==> src/fetch_defs.svh <==
// fetch front end constants
`ifndef FETCH_DEFS_SVH
`define FETCH_DEFS_SVH

`default_nettype none

////////////////////////////////////////
// datapath widths
////////////////////////////////////////

// address and instruction width
`define XLEN 32
// one memory word, also one cache line
`define LINE_BITS 64
// memory transaction tag, zero means no transaction
`define MEM_TAG_BITS 4

////////////////////////////////////////
// icache geometry
////////////////////////////////////////

`define ICACHE_LINES 32
`define ICACHE_INDEX_BITS 5
// byte offset inside a 64-bit line
`define ICACHE_OFFSET_BITS 3
// address bits above index and offset
`define ICACHE_TAG_BITS 24

////////////////////////////////////////
// memory bus commands
////////////////////////////////////////

`define BUS_CMD_BITS 2
`define BUS_NONE 2'b00
`define BUS_LOAD 2'b01
`define BUS_STORE 2'b10

// first fetch address after reset
`define RESET_PC 32'h0000_0000

`default_nettype wire

`endif

==> src/fetch_pkg.sv <==
// fetch front end types
`include "fetch_defs.svh"

`default_nettype none

package fetch_pkg;

    ////////////////////////////////////////
    // plain vector types
    ////////////////////////////////////////

    // byte address
    typedef logic [`XLEN-1:0] addr_t;
    // one instruction word
    typedef logic [`XLEN-1:0] inst_t;
    // memory word, same width as a cache line
    typedef logic [`LINE_BITS-1:0] line_t;
    // transaction tag on the memory bus
    typedef logic [`MEM_TAG_BITS-1:0] mem_tag_t;
    // BUS_NONE / BUS_LOAD / BUS_STORE
    typedef logic [`BUS_CMD_BITS-1:0] bus_cmd_t;

    ////////////////////////////////////////
    // bus structs
    ////////////////////////////////////////

    // command side, held until response is nonzero
    typedef struct packed {
        bus_cmd_t cmd;
        addr_t    addr;
        line_t    data;
    } mem_req_t;

    // response tag same cycle, data and data tag later
    typedef struct packed {
        mem_tag_t response;
        line_t    data;
        mem_tag_t tag;
    } mem_rsp_t;

    // fetch output toward decode
    typedef struct packed {
        logic  valid;
        addr_t pc;
        addr_t npc;
        inst_t inst;
    } fetch_packet_t;

    // icache miss handling
    typedef enum logic [1:0] {
        ICACHE_IDLE,
        ICACHE_REQUEST,
        ICACHE_WAIT_DATA
    } icache_state_e;

endpackage

`default_nettype wire

==> src/fetch_front.sv <==
// fetch front end top level
`timescale 1ns/10ps
`include "fetch_defs.svh"

`default_nettype none

module fetch_front
    import fetch_pkg::*;
(
    input  logic          clock,
    input  logic          reset,

    // decode side
    input  logic          stall,
    input  logic          take_branch,
    input  addr_t         branch_target,
    output fetch_packet_t fetch_packet,

    // external data client
    input  mem_req_t      data_req,
    output mem_rsp_t      data_rsp,

    // shared memory bus
    output mem_req_t      mem_req,
    input  mem_rsp_t      mem_rsp
);

    ////////////////////////////////////////
    // internal wires
    ////////////////////////////////////////

    // fetch to icache
    addr_t    fetch_addr;
    line_t    line;
    logic     hit;

    // icache to arbiter
    mem_req_t refill_req;
    mem_rsp_t refill_rsp;

    fetch_unit u_fetch (
        .clock         (clock),
        .reset         (reset),
        .stall         (stall),
        .take_branch   (take_branch),
        .branch_target (branch_target),
        .line          (line),
        .hit           (hit),
        .fetch_addr    (fetch_addr),
        .fetch_packet  (fetch_packet)
    );

    icache u_icache (
        .clock      (clock),
        .reset      (reset),
        .fetch_addr (fetch_addr),
        .line       (line),
        .hit        (hit),
        .refill_req (refill_req),
        .refill_rsp (refill_rsp)
    );

    // data client has priority over refills
    mem_arbiter u_arbiter (
        .data_req   (data_req),
        .data_rsp   (data_rsp),
        .refill_req (refill_req),
        .refill_rsp (refill_rsp),
        .mem_req    (mem_req),
        .mem_rsp    (mem_rsp)
    );

endmodule

`default_nettype wire

==> src/fetch_unit.sv <==
// instruction fetch unit
`timescale 1ns/10ps
`include "fetch_defs.svh"

`default_nettype none

module fetch_unit
    import fetch_pkg::*;
(
    input  logic          clock,
    input  logic          reset,

    // back-pressure from decode
    input  logic          stall,

    // redirect
    input  logic          take_branch,
    input  addr_t         branch_target,

    // icache lookup
    input  line_t         line,
    input  logic          hit,
    output addr_t         fetch_addr,

    // registered packet to decode
    output fetch_packet_t fetch_packet
);

    addr_t pc;
    addr_t seq_pc;
    inst_t sel_inst;

    ////////////////////////////////////////
    // lookup and word select
    ////////////////////////////////////////

    assign fetch_addr = pc;
    assign seq_pc     = pc + addr_t'(4);

    // bit 2 picks the upper word of the 64-bit line
    assign sel_inst = pc[2] ? line[`LINE_BITS-1:`XLEN] : line[`XLEN-1:0];

    ////////////////////////////////////////
    // pc and packet register
    ////////////////////////////////////////

    always_ff @(posedge clock or posedge reset) begin
        if (reset) begin
            pc           <= `RESET_PC;
            fetch_packet <= '0;
        end else if (!stall) begin
            if (take_branch) begin
                // redirect wins over sequential
                pc                 <= branch_target;
                fetch_packet.valid <= 1'b0;
            end else if (hit) begin
                pc                 <= seq_pc;
                fetch_packet.valid <= 1'b1;
                fetch_packet.pc    <= pc;
                fetch_packet.npc   <= seq_pc;
                fetch_packet.inst  <= sel_inst;
            end else begin
                // miss, bubble until the line fills
                fetch_packet.valid <= 1'b0;
            end
        end
        // stall holds both pc and packet
    end

endmodule

`default_nettype wire

==> src/icache.sv <==
// direct-mapped instruction cache
`timescale 1ns/10ps
`include "fetch_defs.svh"

`default_nettype none

module icache
    import fetch_pkg::*;
(
    input  logic     clock,
    input  logic     reset,

    // lookup from fetch
    input  addr_t    fetch_addr,
    output line_t    line,
    output logic     hit,

    // refill port toward the arbiter
    output mem_req_t refill_req,
    input  mem_rsp_t refill_rsp
);

    localparam int LINE_ADDR_BITS = `XLEN - `ICACHE_OFFSET_BITS;

    ////////////////////////////////////////
    // storage
    ////////////////////////////////////////

    line_t                       data_mem [`ICACHE_LINES];
    logic [`ICACHE_TAG_BITS-1:0] tag_mem  [`ICACHE_LINES];
    logic [`ICACHE_LINES-1:0]    valid_bits;

    // lookup fields
    logic [`ICACHE_INDEX_BITS-1:0] rd_index;
    logic [`ICACHE_TAG_BITS-1:0]   rd_tag;

    // miss tracking
    icache_state_e               state;
    icache_state_e               next_state;
    logic [LINE_ADDR_BITS-1:0]   miss_line;
    mem_tag_t                    pend_tag;
    logic                        fill;
    logic [`ICACHE_INDEX_BITS-1:0] miss_index;
    logic [`ICACHE_TAG_BITS-1:0]   miss_tag;

    ////////////////////////////////////////
    // hit path, zero cycles
    ////////////////////////////////////////

    assign rd_index = fetch_addr[`ICACHE_OFFSET_BITS +: `ICACHE_INDEX_BITS];
    assign rd_tag   = fetch_addr[`XLEN-1 -: `ICACHE_TAG_BITS];

    assign line = data_mem[rd_index];
    assign hit  = valid_bits[rd_index] && (tag_mem[rd_index] == rd_tag);

    // line being refilled
    assign miss_index = miss_line[`ICACHE_INDEX_BITS-1:0];
    assign miss_tag   = miss_line[LINE_ADDR_BITS-1 -: `ICACHE_TAG_BITS];

    // data returns with the tag memory handed out
    assign fill = (state == ICACHE_WAIT_DATA) && (refill_rsp.tag == pend_tag);

    ////////////////////////////////////////
    // miss FSM
    ////////////////////////////////////////

    always_comb begin
        next_state = state;
        refill_req = '0;
        case (state)
            ICACHE_IDLE: begin
                if (!hit) begin
                    next_state = ICACHE_REQUEST;
                end
            end
            ICACHE_REQUEST: begin
                // hold the load until memory hands out a tag
                refill_req.cmd  = `BUS_LOAD;
                refill_req.addr = {miss_line, {`ICACHE_OFFSET_BITS{1'b0}}};
                if (refill_rsp.response != '0) begin
                    next_state = ICACHE_WAIT_DATA;
                end
            end
            ICACHE_WAIT_DATA: begin
                if (fill) begin
                    next_state = ICACHE_IDLE;
                end
            end
            default: begin
                next_state = ICACHE_IDLE;
            end
        endcase
    end

    always_ff @(posedge clock or posedge reset) begin
        if (reset) begin
            state      <= ICACHE_IDLE;
            pend_tag   <= '0;
            valid_bits <= '0;
        end else begin
            state <= next_state;
            // remember the accepted tag for the data match
            if (state == ICACHE_REQUEST && refill_rsp.response != '0) begin
                pend_tag <= refill_rsp.response;
            end
            if (fill) begin
                valid_bits[miss_index] <= 1'b1;
                pend_tag               <= '0;
            end
        end
    end

    ////////////////////////////////////////
    // line write and miss address
    ////////////////////////////////////////

    always_ff @(posedge clock) begin
        // latch line address on the miss, stable through request
        if (state == ICACHE_IDLE && !hit) begin
            miss_line <= fetch_addr[`XLEN-1:`ICACHE_OFFSET_BITS];
        end
        if (fill) begin
            data_mem[miss_index] <= refill_rsp.data;
            tag_mem[miss_index]  <= miss_tag;
        end
    end

endmodule

`default_nettype wire

==> src/mem_arbiter.sv <==
// memory port arbiter
`timescale 1ns/10ps
`include "fetch_defs.svh"

`default_nettype none

module mem_arbiter
    import fetch_pkg::*;
(
    // data client side
    input  mem_req_t data_req,
    output mem_rsp_t data_rsp,

    // icache refill side
    input  mem_req_t refill_req,
    output mem_rsp_t refill_rsp,

    // shared memory bus
    output mem_req_t mem_req,
    input  mem_rsp_t mem_rsp
);

    // data client owns the bus whenever it presents a command
    logic data_sel;

    assign data_sel = (data_req.cmd != `BUS_NONE);

    ////////////////////////////////////////
    // command mux
    ////////////////////////////////////////

    // purely combinational, no ownership state
    // refill load goes out only when data side is quiet
    always_comb begin
        if (data_sel) begin
            mem_req = data_req;
        end else begin
            mem_req = refill_req;
        end
    end

    ////////////////////////////////////////
    // response steering
    ////////////////////////////////////////

    // data and data tag broadcast to both sides
    // each requester matches against its own recorded tag
    always_comb begin
        data_rsp   = mem_rsp;
        refill_rsp = mem_rsp;
        // accept tag only to the side that drove the bus
        if (data_sel) begin
            // zero tag here stalls the refill FSM in request
            refill_rsp.response = '0;
        end else begin
            data_rsp.response = '0;
        end
    end

endmodule

`default_nettype wire

==> config.mk <==
export PLATFORM = sky130hd
export DESIGN_NAME = fetch_front
export DESIGN_NICKNAME = d
export VERILOG_FILES = /design/src/fetch_pkg.sv /design/src/fetch_front.sv /design/src/fetch_unit.sv /design/src/icache.sv /design/src/mem_arbiter.sv
export VERILOG_INCLUDE_DIRS = /design/src /design/src/src
export SDC_FILE = /design/constraint.sdc
export NUM_CORES = 2
export LEC_CHECK = 0
export CORE_MARGIN = 2
export CORE_UTILIZATION = 40
export CTS_CLUSTER_SIZE = 30
export DETAILED_ROUTE_END_ITERATION = 8
export DONT_BUFFER_PORTS = 1
export SETUP_SLACK_MARGIN = 0.05
export SYNTH_ARGS = -nofsm -noshare
export SYNTH_HDL_FRONTEND = slang
export SYNTH_SLANG_ARGS = --single-unit
==> constraint.sdc <==
create_clock -name clock -period 5.7 [get_ports clock]
set_input_delay 0.285 -clock clock [delete_from_list [all_inputs] [get_ports clock]]
set_output_delay 0.285 -clock clock [all_outputs]
set_load 0.01 [all_outputs]
==> Yosys cells after proc, flatten, opt, wreduce, memory -nomap -nowiden <==
Memories as Yosys holds them, arrays and structs flattened.
Cells that the tools add are included.
{ "totals": {"register_bits": 196, "latch_bits": 0, "ram_bits": 2816, "mem_bits_ro": 0, "input_bits": 206, "word_cells": 60, "n_memories": 2} }
{ "classes": {"n_addsub": 1, "n_mul": 0, "n_div": 0, "order_cmp": 3, "n_eq_ne": 7, "shifts": 0, "mux": 21, "n_bitwise": 3, "n_reduce_logical": 14} }
{ "memory_table": {"columns": ["memory", "words", "word_bits", "read_ports", "rd_clocked_by_memory_dff", "wr", "line_no", "rtl"], "rows": [
  ["u_icache.data_mem", 32, 64, 1, 0, 1, "icache.sv:29", "line_t data_mem [`ICACHE_LINES];"],
  ["u_icache.tag_mem", 32, 24, 1, 0, 1, "icache.sv:30", "logic [`ICACHE_TAG_BITS-1:0] tag_mem [`ICACHE_LINES];"]
]} }
{ "ops": {"columns": ["cell", "count"], "rows": [
  ["two-way mux 98 bit", 1],
  ["two-way mux 32 bit", 3],
  ["two-way mux 33 bit", 1],
  ["adder 32 x 3 -> 32 bit (second input constant)", 1],
  ["OR 32 bit", 1],
  ["equality test 24 bit", 1],
  ["two-way mux 4 bit", 4],
  ["< comparator 5 x 6 -> 1 bit (second input constant)", 2],
  ["two-way mux 1 bit", 6],
  ["two-way mux 2 bit", 3],
  ["case mux 2 bit (3 select lines)", 1],
  ["AND reduction 3 bit", 2],
  ["nonzero test 2 bit", 3],
  ["binary-select mux 1 bit (select 5 bit)", 1],
  ["demux 1 bit (select 5 bit)", 1],
  ["greater-or-equal comparator 5 x 1 -> 1 bit (second input constant)", 1],
  ["logical AND 1 bit", 5],
  ["equality test 4 bit", 1],
  ["inequality test 2 x 1 -> 1 bit (second input constant)", 2],
  ["nonzero test 4 bit", 1],
  ["equality test 2 x 1 -> 1 bit (second input constant)", 1],
  ["equality test 2 bit (second input constant)", 1],
  ["logical NOT 2 bit", 1],
  ["inequality test 2 bit (second input constant)", 1],
  ["3 further kinds", 4]
]} }

==> Depth between registers and ports, before layout <==
{ "depth": {"word_depth": 6, "ltp_mapped": 17} }

==> Hierarchy <==
A second synthesis with hierarchy kept.
{ "hier_totals": {"hier_cells": 5661, "hier_area_um2": 119813.7} }
{ "by_module_without_submodules": {"columns": ["mod", "instances", "cells_each", "area_each_um2", "seq_area_each_um2"], "rows": [
  ["icache", 1, 4715, 110905.1, 86382.8],
  ["fetch_unit", 1, 690, 6332.3, 3178.0],
  ["mem_arbiter", 1, 256, 2576.2, 0.0]
]} }

==> Worst setup path after synthesis <==
No wires, ideal clock.
{ "synth_timing": {"path_type": "flip-flop to flip-flop", "start": "register u_icache.pend_tag[1]", "end": "register u_icache.valid_bits[12]", "setup_ns": 0.088, "arrival_ns": 5.675, "path_slack_ns": -0.063, "stages_incl_launch_ff": 8, "synth_period_minus_slack_ns": 5.763, "path_cell_list": "dfrtp_1 xor2_1 nor4_1 nand3b_1 or3_1 clkbuf_1 nor2_1 or2_2"} }
{ "synth_via": {"elab_chain_len": 2} }
{ "synth_lines": {"columns": ["item", "line_no", "rtl"], "rows": [
  ["start: declaration", "icache.sv:41", "mem_tag_t pend_tag;"],
  ["start signal: assignment", "icache.sv:104", "pend_tag <= refill_rsp.response;"],
  ["equality test 4 bit", "icache.sv:61", "assign fill = (state == ICACHE_WAIT_DATA) && (refill_rsp.tag == pend_tag);"],
  ["logical AND 1 bit", "icache.sv:61", null],
  ["end signal: assignment", "icache.sv:99", "valid_bits <= '0;"],
  ["end signal: indexed assignment", "icache.sv:107", "valid_bits[miss_index] <= 1'b1;"],
  ["end: declaration", "icache.sv:31", "logic [`ICACHE_LINES-1:0] valid_bits;"]
]} }
Every way passes these cells.
A chain may end at the register's enable or synchronous reset.

==> Final worst setup path <==
{ "layout_timing": {"start": "register u_fetch.pc[5] (netlist: u_fetch.fetch_addr[5])", "end": "register u_fetch.pc[7] (netlist: u_fetch.fetch_addr[7])"} }
{ "layout_via": {"elab_chain_len": 5} }
{ "layout_lines": {"columns": ["item", "line_no", "rtl"], "rows": [
  ["start: declaration", "fetch_unit.sv:29", "addr_t pc;"],
  ["start signal: assignment", "fetch_unit.sv:49", "pc <= `RESET_PC;"],
  ["start signal: assignment", "fetch_unit.sv:54", "pc <= branch_target;"],
  ["start signal: assignment", "fetch_unit.sv:57", "pc <= seq_pc;"],
  ["memory read (32 x 24 bit) / binary-select mux 1 bit (select 5 bit) (equally long branches)", null, null],
  ["equality test 24 bit / two-way mux 1 bit (equally long branches)", "icache.sv:54", "assign hit = valid_bits[rd_index] && (tag_mem[rd_index] == rd_tag);"],
  ["logical AND 1 bit", "icache.sv:54", null],
  ["nonzero test 2 bit (no source line)", null, null],
  ["AND reduction 2 bit (no source line)", null, null]
]} }
Several ways; a longest one is shown, not always the timed one. The select of a mux whose other input is x is not followed.

==> impl_results.md <==
- Clock root cell: clkbuf_16
- Largest net degree at the start of global routing: 151
- CTS resizes: 0
- Peak Freq: 185 MHz
- Tot Pwr: 50.8 mW
- Starting Density: roughly 40%
- Post-synthesis sequential area ratio: between 70% and 80%
- Fill cells: 23.8k
- Cell area power density: roughly 380 nW/um^2
- WP buf/inv: 4
- Status: finished clean
- Worst path cell trace: buf_4, buf_4, nor3_1, a22o_1, nor4_1, a211oi_1, nor3_1, nand4_1, or4_1, nor4_4, buf_4, a211oi_1, dlygate4sd3_1
- CP most frequent cell: buf_4
- Detailed Place HPWL: about 180 mm
- # rows: slightly below 200
- Routed len/inst: around 34 um
- Share of cells above drive strength 1: 29.0%
- CTS sink cnt: 3010
- Switch Pwr: roughly 12 mW
- Vias post-DR: approximately 57k
- Cell variety after synth: 73
- Initial antenna violation count: just under 60
- Die W: roughly 550 um
- GR Overflow Total: 0
- Vias in the first global route: about 58k
- Total core area: about 290000 sq um
- Io pins: around 470
- Final Non-Filler Cells: about 9.6k
- Setup tns final: 0 ns
- Worst path arrival time: around 6.2 ns
- Crit path max-delay family: simple AND/OR/NAND/NOR gates
- Routed Antenna Nets: 0
- GRT Total Usage: 21.9%
- Final Hold Fails: 0
- Drt pass-1 iters: 5
- Max Slew Vio Count: 0
- Placed cell count: between 8k and 9k
- Maxcap violations: 0
- EDFF count, synth: 2845
- Critical Path End Type: register
- Syn nets: 5386
- H-tree lvl count: 5
- Mean Syn Cell Area: 22.6 sq um
- Clock Power Share: 40.9%
- Synth Instances: approximately 5.2k
- RSZ-0062 raised after global routing: false
- Die area: 297000 sq um
- Maximum VDD drop: 0.000249 V
- Global-route wire length before repair: between 400 and 500 mm
- Yosys top cell area share: between 70% and 80%
- CP Class: register to register
- Worst slew pin tran: about 1.4 ns
- Slew margin rel.: 4.74%
- Slowest cell on crit path: dfrtp_4
- Clock Skews: between 0.06 and 0.07 ns
- Tmin final: ~5.4 ns
- Later-pin clock latency in the skew report: slightly above 0.9 ns
- Largest cells by area after synthesis: edfxtp_1 73%, mux4_2 16%, dfrtp_1 3.5%
- Ys async rst share: under 10%
- P_leak: ~43 nW
- Synth Register Bits: around 3k
- Deepest clock path buffer count: 4
- DRT iter0 DRCs: approximately 7.4k
- Port Buf Inserts: 0
- CP required: approximately 6.5 ns
- Final setup violation count: 0
- Post-layout utilization of the core: around 46%
- Final WL: around 330 mm
- Reg clk slew, reported paths: around 0.06 ns
- Synthesis Warnings: 0
- Max incr delay on CP: 0.89 ns
- Number of CTS-inserted buffers: 316
- Mapped cell area: 117000 sq um
- Synth-to-Final Area Change: 15.1%
- Switch share: between 20% and 30%
- Crit start category: register
- Max FO, Critical Path: 43
- CTS tree: yes
- Final Cycle Share: between 90% and 100%
- DR DRC count: 0
- Routability cong.: between 0.8 and 0.9
- Die Ht: around 550 um
- Internal: approximately 39 mW
- # nets final: approximately 5.7k
- Seq pwr share: about half
- Cell taking the most area after synthesis: edfxtp_1
- Path category of the worst min-delay check: input pin to register
- Main synth FF type: edfxtp_1
- Comb power frac: under 10%
- Vias/cell: approximately 5.9
-- cells in the final DEF, fill, tap and decap left out, types with 29 or more instances in the layout --
master,netlist,layout
a211oi_1,32,32
a22o_1,45,45
and2_1,88,88
buf_12,0,81
buf_4,91,118
bufinv_16,0,33
clkbuf_1,162,77
clkbuf_16,0,320
clkinv_1,1,50
clkinv_2,0,54
dfrtp_1,165,159
dlygate4sd3_1,0,126
edfxtp_1,2845,2845
mux2_2,93,93
mux2i_1,101,101
mux4_2,826,826
nand2_1,58,58
nor2_1,96,63
nor2_4,0,32
o22ai_1,29,29
or2_2,36,35
xnor2_1,31,31
-- tightest hold or removal path, delay by kind of cell --
| kind | cells | cell delay, ns |
|---|---|---|
| AOI/OAI and AO/OA | 2 | 0.20 |
| buffers and inverters | 1 | 0.55 |
-- layer usage --
| layer | share of wire [%] | vias up | global-route usage (%) |
|---|---|---|---|
| met5 | 0.062 | - | 0 |
| met3 | 8.5 | 520 | 4.07 |
| met1 | 41 | 31312 | 31.2 |
| met2 | 48 | 2988 | 34.7 |
| met4 | 2.9 | 32 | 6.18 |
| li1 | - | 22497 | - |
-- flip-flops by register name (all words and copies together), names as in the netlist --
| register | cells |
|---|---|
| u_fetch.fetch_addr | 32 |
| u_icache.pend_tag | 4 |
| u_fetch.fetch_packet | 95 |
| u_icache.data_mem | 2048 |
| u_icache.state | 2 |
| u_icache.miss_line | 29 |
| u_icache.tag_mem | 768 |
| u_icache.valid_bits | 32 |
-- cells in the mapped netlist, types with 45 or more instances --
cell type  number
mux4_2        826
clkbuf_1      162
mux2i_1       101
mux2_2         93
edfxtp_1     2845
nand2_1        58
and2_1         88
a22o_1         45
nor2_1         96
buf_1          61
buf_4          91
dfrtp_1       165
-- kinds of logic (layout without fill, tap and decap cells) --
| group | after synthesis | in the layout | synth area share (%) |
|---|---|---|---|
| AOI/OAI and AO/OA | 274 | 274 | 1.79 |
| xor gates and xnor gates | 53 | 53 | 0.396 |
| adders and majority gates | 1 | 1 | 0.0107 |
| buffers and inverters | 381 | 923 | 1.63 |
| DFF | 3010 | 3010 | 76.4 |
| muxes | 1029 | 1029 | 17.7 |
| other | 0 | 27 | 0 |
| and+or+nand+nor | 431 | 431 | 2.02 |
-- cell type report --
type	instances	area, sq um	share of cell area, %
Multi-Input combinational cell	1788	26000	19.3
Antenna cell	27	67.6	0.0501
Inverter	18	87.6	0.0649
Timing Repair Buffer	326	3800	2.81
Clock inverter	165	1960	1.45
Tap cell	3900	4880	3.62
Clock buffer	414	8530	6.33
Sequential cell	3010	89600	66.4
-- power groups by stage --
stage	sequential, mW	combinational, mW	clock, mW
floorplan	25.2	3.46	0
global placement	25.5	4.69	0
detailed placement	25.5	4.70	0
CTS	25.0	5.02	21.1
global route	25.0	5.24	21.9
finish	25.0	4.97	20.8
-- what timing repair did --
item / CTS / global route
buffers inserted: 0 / 2
hold buffers: 131 / 0
endpoints found under the hold margin: 2252 / 0
endpoints found under the setup margin: 0 / 2
-- path summary, 6_finish.rpt --
path | startpoint | end | slack (ns) | depth (start not counted)
max reg2reg | u_fetch.fetch_addr[5]$_DFFE_PP0P_ | u_fetch.fetch_addr[7]$_DFFE_PP0P_ | 0.29 | 13
min in group asynchronous | reset | u_icache.valid_bits[30]$_DFFE_PP0P_ | 0.44 | 3
max | u_fetch.fetch_addr[5]$_DFFE_PP0P_ | u_fetch.fetch_addr[7]$_DFFE_PP0P_ | 0.29 | 13
max in group asynchronous | reset | u_fetch.fetch_addr[2]$_DFFE_PP0P_ | 4.29 | 4
min reg2reg | u_icache.valid_bits[28]$_DFFE_PP0P_ | u_icache.valid_bits[28]$_DFFE_PP0P_ | 0.46 | 1
min | branch_target[21] | u_fetch.fetch_addr[21]$_DFFE_PP0P_ | 0.15 | 3
-- through the flow --
step / hold WS (ns) / instance area [sq um] / setup WS [ns]
4_1_cts: 0.0616 / 135000 / 0.113
3_3_place_gp: 0.231 / 123000 / 0.514
2_1_floorplan: 0.384 / 117000 / -0.0627
5_1_grt: 0.144 / 135000 / 0.163
3_5_place_dp: 0.225 / 123000 / 0.358
6_report: 0.145 / 135000 / 0.287
(Power assumes the default switching activity.)
